<file path="config.mk">
export PLATFORM = sky130hd
export DESIGN_NAME = ecc_mem_top
export DESIGN_NICKNAME = d
export VERILOG_FILES = /design/src/design/ecc_pkg.sv /design/src/design/ecc_38_top.sv /design/src/design/ecc_err_log.sv /design/src/design/ecc_mem_top.sv /design/src/design/ecc_ram.sv /design/src/design/ecc_read_stage.sv
export SDC_FILE = /design/constraint.sdc
export NUM_CORES = 2
export LEC_CHECK = 0
export BUFFER_PORTS_ARGS = -buffer_cell sky130_fd_sc_hd__buf_2
export CAP_MARGIN = 30
export CORE_UTILIZATION = 59
export DETAILED_ROUTE_END_ITERATION = 16
export PLACE_DENSITY = 0.82
export REMOVE_ABC_BUFFERS = 1
export SYNTH_ARGS = -nofsm -noshare
export SYNTH_HDL_FRONTEND = slang
export SYNTH_SLANG_ARGS = --single-unit
export TNS_END_PERCENT = 30
</file>
<file path="constraint.sdc">
create_clock -name clk -period 7.2 [get_ports clk]
set_clock_uncertainty 0.05 [all_clocks]
set_input_delay 0.72 -clock clk [delete_from_list [all_inputs] [get_ports clk]]
set_output_delay 0.72 -clock clk [all_outputs]
set_load 0.01 [all_outputs]
</file>
<file path="src/design/ecc_pkg.sv">
package ecc_pkg;

    // ====================================================================
    // word geometry
    // ====================================================================
    localparam int data_width   = 38;                       // data bits per word.
    localparam int parity_width = 7;                        // check bits per word.
    localparam int code_width   = data_width + parity_width; // 45 stored bits.
    localparam int mem_depth    = 64;
    localparam int addr_width   = $clog2(mem_depth);
    localparam int cnt_width    = 16;                       // error log counters.

    // stored codeword with the check bits on top.
    typedef struct packed {
        logic [parity_width-1:0] parity;
        logic [data_width-1:0]   data;
    } ecc_word_t;

    typedef struct packed {
        logic sbit_err;
        logic dbit_err;
    } ecc_status_t;

    typedef struct packed {
        logic [data_width-1:0] data;
        ecc_status_t           status;
        logic [addr_width-1:0] addr;
    } rd_result_t;

    // ====================================================================
    // SECDED check matrix with one odd-weight column per data bit
    // ====================================================================
    // listed from data bit 37 down to data bit 0.
    localparam logic [data_width-1:0][parity_width-1:0] h_cols = {
        7'b0101100, // d[37].
        7'b1101011,
        7'b0101010,
        7'b0101001,
        7'b1101000,
        7'b1100111, // d[32].
        7'b0100110,
        7'b0100101,
        7'b1100100,
        7'b0100011,
        7'b1100010,
        7'b1100001, // d[26].
        7'b0011111,
        7'b1011110,
        7'b1011101,
        7'b0011100,
        7'b1011011,
        7'b0011010,
        7'b0011001,
        7'b1011000, // d[18].
        7'b1010111,
        7'b0010110,
        7'b0010101,
        7'b1010100,
        7'b0010011,
        7'b1010010,
        7'b1010001, // d[11].
        7'b1001111,
        7'b0001110,
        7'b0001101,
        7'b1001100,
        7'b0001011,
        7'b1001010,
        7'b1001001, // d[4].
        7'b0000111,
        7'b1000110,
        7'b1000101,
        7'b1000011  // d[0].
    };

endpackage

</file>
<file path="src/design/ecc_38_top.sv">
`timescale 1ns/1ps

module ecc_38_top (
    input  logic [ecc_pkg::data_width-1:0]   data_in,
    output logic [ecc_pkg::data_width-1:0]   data_out,
    input  logic [ecc_pkg::parity_width-1:0] parity_in,
    output logic [ecc_pkg::parity_width-1:0] parity_out,
    input  logic                             bypass,
    output logic                             sbit_err,
    output logic                             dbit_err
);

    logic [ecc_pkg::parity_width-1:0] syndrome;
    logic [ecc_pkg::data_width-1:0]   flip_mask;
    logic                             data_hit;
    logic                             check_hit;
    logic                             nonzero;

    // ====================================================================
    // encoder
    // ====================================================================
    // each check bit ends up as an XOR tree over the data bits whose
    // column has that row set.
    always_comb begin : encode
        parity_out = '0;
        for (int i = 0; i < ecc_pkg::data_width; i++) begin
            parity_out = parity_out ^ (ecc_pkg::h_cols[i] & {ecc_pkg::parity_width{data_in[i]}});
        end
    end

    assign syndrome = parity_in ^ parity_out;

    // ====================================================================
    // syndrome decode
    // ====================================================================
    always_comb begin : decode
        flip_mask = '0;
        data_hit  = 1'b0;
        for (int i = 0; i < ecc_pkg::data_width; i++) begin
            if (syndrome == ecc_pkg::h_cols[i]) begin
                flip_mask[i] = 1'b1; // single data bit in error.
                data_hit     = 1'b1;
            end
        end
    end

    assign check_hit = $onehot(syndrome); // a check bit flipped on its own.
    assign nonzero   = |syndrome;

    // bypass hands back the raw word and hides the flags.
    assign data_out = bypass ? data_in : (data_in ^ flip_mask);
    assign sbit_err = !bypass && (data_hit || check_hit);
    assign dbit_err = !bypass && nonzero && !data_hit && !check_hit;

endmodule

</file>
<file path="src/design/ecc_err_log.sv">
`timescale 1ns/1ps

module ecc_err_log (
    input  logic                           clk,
    input  logic                           reset,
    input  logic                           log_clear,
    input  logic                           rd_valid,
    input  ecc_pkg::rd_result_t            rd_result,
    output logic [ecc_pkg::cnt_width-1:0]  sbit_count,
    output logic [ecc_pkg::cnt_width-1:0]  dbit_count,
    output logic [ecc_pkg::addr_width-1:0] last_dbit_addr
);

    logic sbit_hit;
    logic dbit_hit;

    assign sbit_hit = rd_valid && rd_result.status.sbit_err;
    assign dbit_hit = rd_valid && rd_result.status.dbit_err;

    // ====================================================================
    // counters and last double error address
    // ====================================================================
    always_ff @(posedge clk) begin
        if (reset || log_clear) begin // clear wins over a same-cycle hit.
            sbit_count     <= '0;
            dbit_count     <= '0;
            last_dbit_addr <= '0;
        end else begin
            if (sbit_hit && (sbit_count != '1)) begin
                sbit_count <= sbit_count + 1'b1; // holds at all ones.
            end
            if (dbit_hit) begin
                if (dbit_count != '1) begin
                    dbit_count <= dbit_count + 1'b1;
                end
                last_dbit_addr <= rd_result.addr;
            end
        end
    end

    a_sbit_monotonic: assert property (
        @(posedge clk) disable iff (reset)
        !log_clear |=> sbit_count >= $past(sbit_count)
    );

    a_dbit_monotonic: assert property (
        @(posedge clk) disable iff (reset)
        !log_clear |=> dbit_count >= $past(dbit_count)
    );

endmodule

</file>
<file path="src/design/ecc_mem_top.sv">
`timescale 1ns/1ps

module ecc_mem_top (
    input  logic                           clk,
    input  logic                           reset,
    input  logic                           wr_en,
    input  logic [ecc_pkg::addr_width-1:0] wr_addr,
    input  logic [ecc_pkg::data_width-1:0] wr_data,
    input  ecc_pkg::ecc_word_t             wr_flip,
    input  logic                           rd_en,
    input  logic [ecc_pkg::addr_width-1:0] rd_addr,
    input  logic                           bypass,
    input  logic                           log_clear,
    output logic                           rd_valid,
    output logic [ecc_pkg::data_width-1:0] rd_data,
    output ecc_pkg::ecc_status_t           rd_status,
    output logic [ecc_pkg::cnt_width-1:0]  sbit_count,
    output logic [ecc_pkg::cnt_width-1:0]  dbit_count,
    output logic [ecc_pkg::addr_width-1:0] last_dbit_addr
);

    logic [ecc_pkg::parity_width-1:0] enc_parity;
    ecc_pkg::ecc_word_t               wr_word;
    ecc_pkg::ecc_word_t               ram_word;
    logic [ecc_pkg::addr_width-1:0]   ram_word_addr;
    logic                             ram_word_valid;
    ecc_pkg::rd_result_t              rd_result;

    // ====================================================================
    // write side takes only the check bits from the encoder
    // ====================================================================
    ecc_38_top u_enc (
        .data_in    (wr_data),
        .data_out   (),
        .parity_in  ('0),
        .parity_out (enc_parity),
        .bypass     (1'b0),
        .sbit_err   (),
        .dbit_err   ()
    );

    assign wr_word.parity = enc_parity;
    assign wr_word.data   = wr_data;

    ecc_ram u_ram (
        .clk           (clk),
        .reset         (reset),
        .wr_en         (wr_en),
        .wr_addr       (wr_addr),
        .wr_word       (wr_word),
        .wr_flip       (wr_flip),
        .rd_en         (rd_en),
        .rd_addr       (rd_addr),
        .rd_word       (ram_word),
        .rd_word_addr  (ram_word_addr),
        .rd_word_valid (ram_word_valid)
    );

    // ====================================================================
    // read side
    // ====================================================================
    ecc_read_stage u_read (
        .clk        (clk),
        .reset      (reset),
        .word_in    (ram_word),
        .word_addr  (ram_word_addr),
        .word_valid (ram_word_valid),
        .bypass     (bypass),
        .rd_valid   (rd_valid),
        .rd_result  (rd_result)
    );

    assign rd_data   = rd_result.data;
    assign rd_status = rd_result.status;

    ecc_err_log u_log (
        .clk            (clk),
        .reset          (reset),
        .log_clear      (log_clear),
        .rd_valid       (rd_valid),
        .rd_result      (rd_result),
        .sbit_count     (sbit_count),
        .dbit_count     (dbit_count),
        .last_dbit_addr (last_dbit_addr)
    );

endmodule

</file>
<file path="src/design/ecc_ram.sv">
`timescale 1ns/1ps

module ecc_ram (
    input  logic                           clk,
    input  logic                           reset,
    input  logic                           wr_en,
    input  logic [ecc_pkg::addr_width-1:0] wr_addr,
    input  ecc_pkg::ecc_word_t             wr_word,
    input  ecc_pkg::ecc_word_t             wr_flip,
    input  logic                           rd_en,
    input  logic [ecc_pkg::addr_width-1:0] rd_addr,
    output ecc_pkg::ecc_word_t             rd_word,
    output logic [ecc_pkg::addr_width-1:0] rd_word_addr,
    output logic                           rd_word_valid
);

    logic [ecc_pkg::code_width-1:0] mem [ecc_pkg::mem_depth];

    // ====================================================================
    // array access
    // ====================================================================
    always_ff @(posedge clk) begin
        if (wr_en) begin
            mem[wr_addr] <= wr_word ^ wr_flip; // flip mask only set by test.
        end
    end

    // same-edge write lands after this read, so the old word comes out.
    always_ff @(posedge clk) begin
        if (rd_en) begin
            rd_word      <= mem[rd_addr];
            rd_word_addr <= rd_addr;
        end
    end

    always_ff @(posedge clk) begin
        if (reset) begin
            rd_word_valid <= 1'b0;
        end else begin
            rd_word_valid <= rd_en;
        end
    end

    a_wr_addr_known: assert property (
        @(posedge clk) disable iff (reset)
        wr_en |-> !$isunknown(wr_addr)
    );

    a_rd_addr_known: assert property (
        @(posedge clk) disable iff (reset)
        rd_en |-> !$isunknown(rd_addr)
    );

endmodule

</file>
<file path="src/design/ecc_read_stage.sv">
`timescale 1ns/1ps

module ecc_read_stage (
    input  logic                           clk,
    input  logic                           reset,
    input  ecc_pkg::ecc_word_t             word_in,
    input  logic [ecc_pkg::addr_width-1:0] word_addr,
    input  logic                           word_valid,
    input  logic                           bypass,
    output logic                           rd_valid,
    output ecc_pkg::rd_result_t            rd_result
);

    logic [ecc_pkg::data_width-1:0] chk_data;
    logic                           chk_sbit;
    logic                           chk_dbit;

    // recompute parity on the stored word and correct.
    ecc_38_top u_chk (
        .data_in    (word_in.data),
        .data_out   (chk_data),
        .parity_in  (word_in.parity),
        .parity_out (),
        .bypass     (bypass),
        .sbit_err   (chk_sbit),
        .dbit_err   (chk_dbit)
    );

    // ====================================================================
    // result register
    // ====================================================================
    always_ff @(posedge clk) begin
        if (word_valid) begin
            rd_result.data            <= chk_data;
            rd_result.status.sbit_err <= chk_sbit;
            rd_result.status.dbit_err <= chk_dbit;
            rd_result.addr            <= word_addr;
        end
    end

    always_ff @(posedge clk) begin
        if (reset) begin
            rd_valid <= 1'b0;
        end else begin
            rd_valid <= word_valid; // one cycle behind the ram output.
        end
    end

    a_flags_exclusive: assert property (
        @(posedge clk) disable iff (reset)
        rd_valid |-> !(rd_result.status.sbit_err && rd_result.status.dbit_err)
    );

endmodule

</file>
==> results.yml <==
global_route:
  track_usage: 0.390
  grt_pass1_vias: 62000
  antenna_found_initial: 35
  grt_pass1_wl_mm: 516
  gr-total-overflow: 0
  grt_start_max_net_pins: 119
setup_path:
  crit_type: "flop to flop"
  cp_common_cell: "fa_1"
  slowest_stage: "xnor2_1"
  path_max_fanout: 10
  reg2reg_to: "u_read.rd_result[7]$_DFFE_PP_"
  r2r_setup_slack_ns: 1.64
  reg2reg_from: "u_ram.rd_word[30]$_DFFE_PP_"
  cp-end-kind: "flop"
  cp-start-kind: "flop"
  crit_start: "u_ram.rd_word[30]$_DFFE_PP_"
  arrival_ns: 6.18
  cpPeakStageDelay_ns: 0.73
  endpoint: "u_read.rd_result[7]$_DFFE_PP_"
  reg2reg_depth: 15
  cp.required_ns: 7.82
  crit_chain: "xor2_1, xnor2_1, xnor2_1, xnor2_4, clkinv_1, fa_1, inv_1, fa_1, fa_1, nor2_1, nand2_1, o41ai_1, a2111o_1, nor3_1, nor2_1"
finish:
  stdcell_count: 8157
  fin_util: 0.675
  nets: 5381
  multi_input_area_um2: 26800
  regArea_um2: 90200
  drive_gt1_frac: 0.340
  area_growth_syn_to_layout_pct: 13.8
  n_fill_cell: 10900
power_and_ir_drop:
  pwr-share-clk: 0.367
  vdd_ir_drop_max_uv: 411
  intPower_mw: 31.1
  total_power_mw: 42.1
  swShare: 0.263
  switching_power_mw: 11.1
  p_comb_frac: 0.141
  leakagePower_nw: 41.4
  power_density_nw_per_um2: 317
  seq_power_share: 0.492
synthesis:
  ys_warn_count: 0
  synth_edf_count: 2977
  seq_area_frac_synth: 0.771
  synth_area_per_cell_um2: 24.1
  synth_cell_types: 53
  synthCells: 4858
  ys_seq_elements: 3017
  synth-async-reset-ratio: 0
  synth-main-ff-cell: "edfxtp_1"
  syn_area_um2: 117000
detailed_routing:
  routed_via_density: 7.72
  ant_nets: 0
  firstDrtPassIters: 6
  route.vias.total: 63000
  drc: 0
  wl_mm: 389
  drt_iter0_drc: 12300
  routedWlPerCell_um: 47.7
clock_tree:
  post_cts_resize_count: 0
  cts_tree: "built"
  hold_buffers: 1
  ctsRootBufferMaster: "clkbuf_16"
  path_clk_slew_ns: 0.07
  clock-sinks: 3017
  ctsHtreeMaxLevel: 5
  clk_latency_ns: 0.96
  cts_max_path_buffers: 4
  cts-buffers-inserted: 302
  postCtsSetupBuffers: 0
floorplan:
  die_area_um2: 200000
  core_um2: 197000
  start_util: 0.593
  die_w_um: 447
  chipHeight_um: 447
  io_pins: 180
  core.rowCount: 163
sta:
  setup_tns_ns: 0
  drv_slew: 0
  worst_slew_pin_slew_ns: 1.17
  fin_crit_sh: 0.772
  grt_setup_unrepaired: "no"
  setup_violations: 0
  hold_viol_final: 0
  period_needed_ns: 5.56
  slew_headroom: 0.219
  fmax_mhz: 180
min_path:
  hold_class: "primary input to flop"
placed_design:
  numPortBuffers: 179
  gp_congestion: 0.912
  dp_cells: 7594
  dp_hpwl_mm: 195
run_status:
  status: "complete, no violations"
flow_run:
  drv_cap: 0
state kept, by name, indices dropped and copies added (netlist names):
name,cells
u_ram.mem,2880
u_read.rd_result,46
u_ram.rd_word,45
u_log.dbit_count,16
u_log.sbit_count,16
u_log.last_dbit_addr,6
u_ram.rd_word_addr,6
u_ram.rd_word_valid,1
u_read.rd_valid,1
worst max-delay path, delay by kind of cell, from the launching register on:
kind,cells,cell delay (ns)
AOI/OAI and AO/OA,2,0.45
xor gates and xnor gates,4,1.84
and+or+nand+nor,4,0.41
adders and majority gates,3,1.57
DFF,1,0.53
buffers and inverters,2,0.42
power by group through the flow:
stage | clock, mW | sequential (mW) | combinational [mW]
after detailed placement | 0 | 21.1 | 5.60
final | 15.5 | 20.7 | 5.95
after global routing | 16.0 | 20.7 | 6.16
after floorplan | 0 | 21.2 | 3.29
after global placement | 0 | 21.1 | 5.47
after CTS | 15.4 | 20.7 | 5.75
how the worst min path moves through the flow:
stage	from	endpoint	slack (ns)	cells after the start
3_3_place_gp	u_ram.rd_word_addr[2]$_DFFE_PP_	u_read.rd_result[2]$_DFFE_PP_	0.35	0
6_report	bypass	u_read.rd_result[7]$_DFFE_PP_	0.17	2
4_1_cts	rd_addr[5]	u_ram.rd_word_addr[5]$_DFFE_PP_	0.12	1
3_5_place_dp	u_ram.rd_word_addr[4]$_DFFE_PP_	u_read.rd_result[4]$_DFFE_PP_	0.36	0
2_1_floorplan	u_ram.rd_word_addr[0]$_DFFE_PP_	u_read.rd_result[0]$_DFFE_PP_	0.35	0
5_1_grt	rd_addr[5]	u_ram.rd_word_addr[5]$_DFFE_PP_	0.14	1
cells by family (layout without fill, tap and decap cells):
kind of cell	count (synthesis)	after routing	synth area share
flops	3017	3017	0.771
mux	953	953	0.182
buf+inv	297	922	0.0109
xor+xnor	268	268	0.0215
simple gates	268	268	0.0108
compound gates	45	45	0.00236
fa+ha+maj	10	10	0.00133
other cells	0	34	0
synth_stat cells (all sizes together) (6+ instances only):
library cell | count | area, um2
edfxtp | 2977 | 89400
xnor3 | 10 | 225
a21oi | 15 | 75.1
or3 | 11 | 68.8
xor2 | 78 | 691
mux4 | 942 | 21200
nor3 | 8 | 50.1
nand2 | 38 | 143
xnor2 | 180 | 1600
nand4 | 6 | 37.5
mux2i | 8 | 80.1
o21ai | 14 | 70.1
ha | 6 | 75.1
or2 | 9 | 56.3
inv | 13 | 48.8
dfxtp | 40 | 801
nor2 | 111 | 417
clkbuf | 166 | 623
nand3 | 57 | 285
buf | 117 | 604
metal layers:
layer | wire length [um] | track usage | vias to the layer above | share of wire
li1 | - | - | 21500 | -
met3 | 55100 | 0.109 | 1880 | 0.14
met5 | 105 | 0.000244 | - | 0.00027
met1 | 112000 | 0.463 | 32000 | 0.29
met2 | 181000 | 0.594 | 7542 | 0.47
met4 | 40100 | 0.335 | 16 | 0.10
stage by stage:
step	setup slack (ns)	hold WS (ns)	instance area, um2
floorplan	2.32	0.350	116000
global placement	1.92	0.352	123000
detailed placement	1.95	0.361	124000
CTS	1.90	0.125	133000
global route	1.60	0.137	133000
finish	1.64	0.170	133000
cells in the final DEF, fill, tap and decap left out, drive strengths merged, types with 2 or more instances in the layout:
cell	n
a211oi	2
a21oi	15
a31oi	2
a41oi	3
and2	3
and3	4
and4	4
buf	390
bufinv	21
clkbuf	363
clkinv	118
clkinvlp	10
dfxtp	40
diode	34
edfxtp	2977
fa	4
ha	6
inv	19
mux2	3
mux2i	8
mux4	942
nand2	38
nand2b	2
nand3	57
nand3b	4
nand4	6
nor2	111
nor2b	4
nor3	8
nor4	2
o21ai	14
o31ai	2
or2	9
or3	11
or3b	3
xnor2	180
xnor3	10
xor2	78
layout make-up:
| type | count | area share |
|---|---|---|
| sequential | 3017 | 0.678 |
| multi-input combinational | 1544 | 0.202 |
| clock buffer | 363 | 0.0596 |
| timing repair buffer | 391 | 0.0257 |
| tap | 2640 | 0.0248 |
| clock inverter | 154 | 0.00972 |
| antenna | 34 | 0.000639 |
| inverter | 14 | 0.000395 |
No activity file was read; power rests on OpenSTA's default activity.
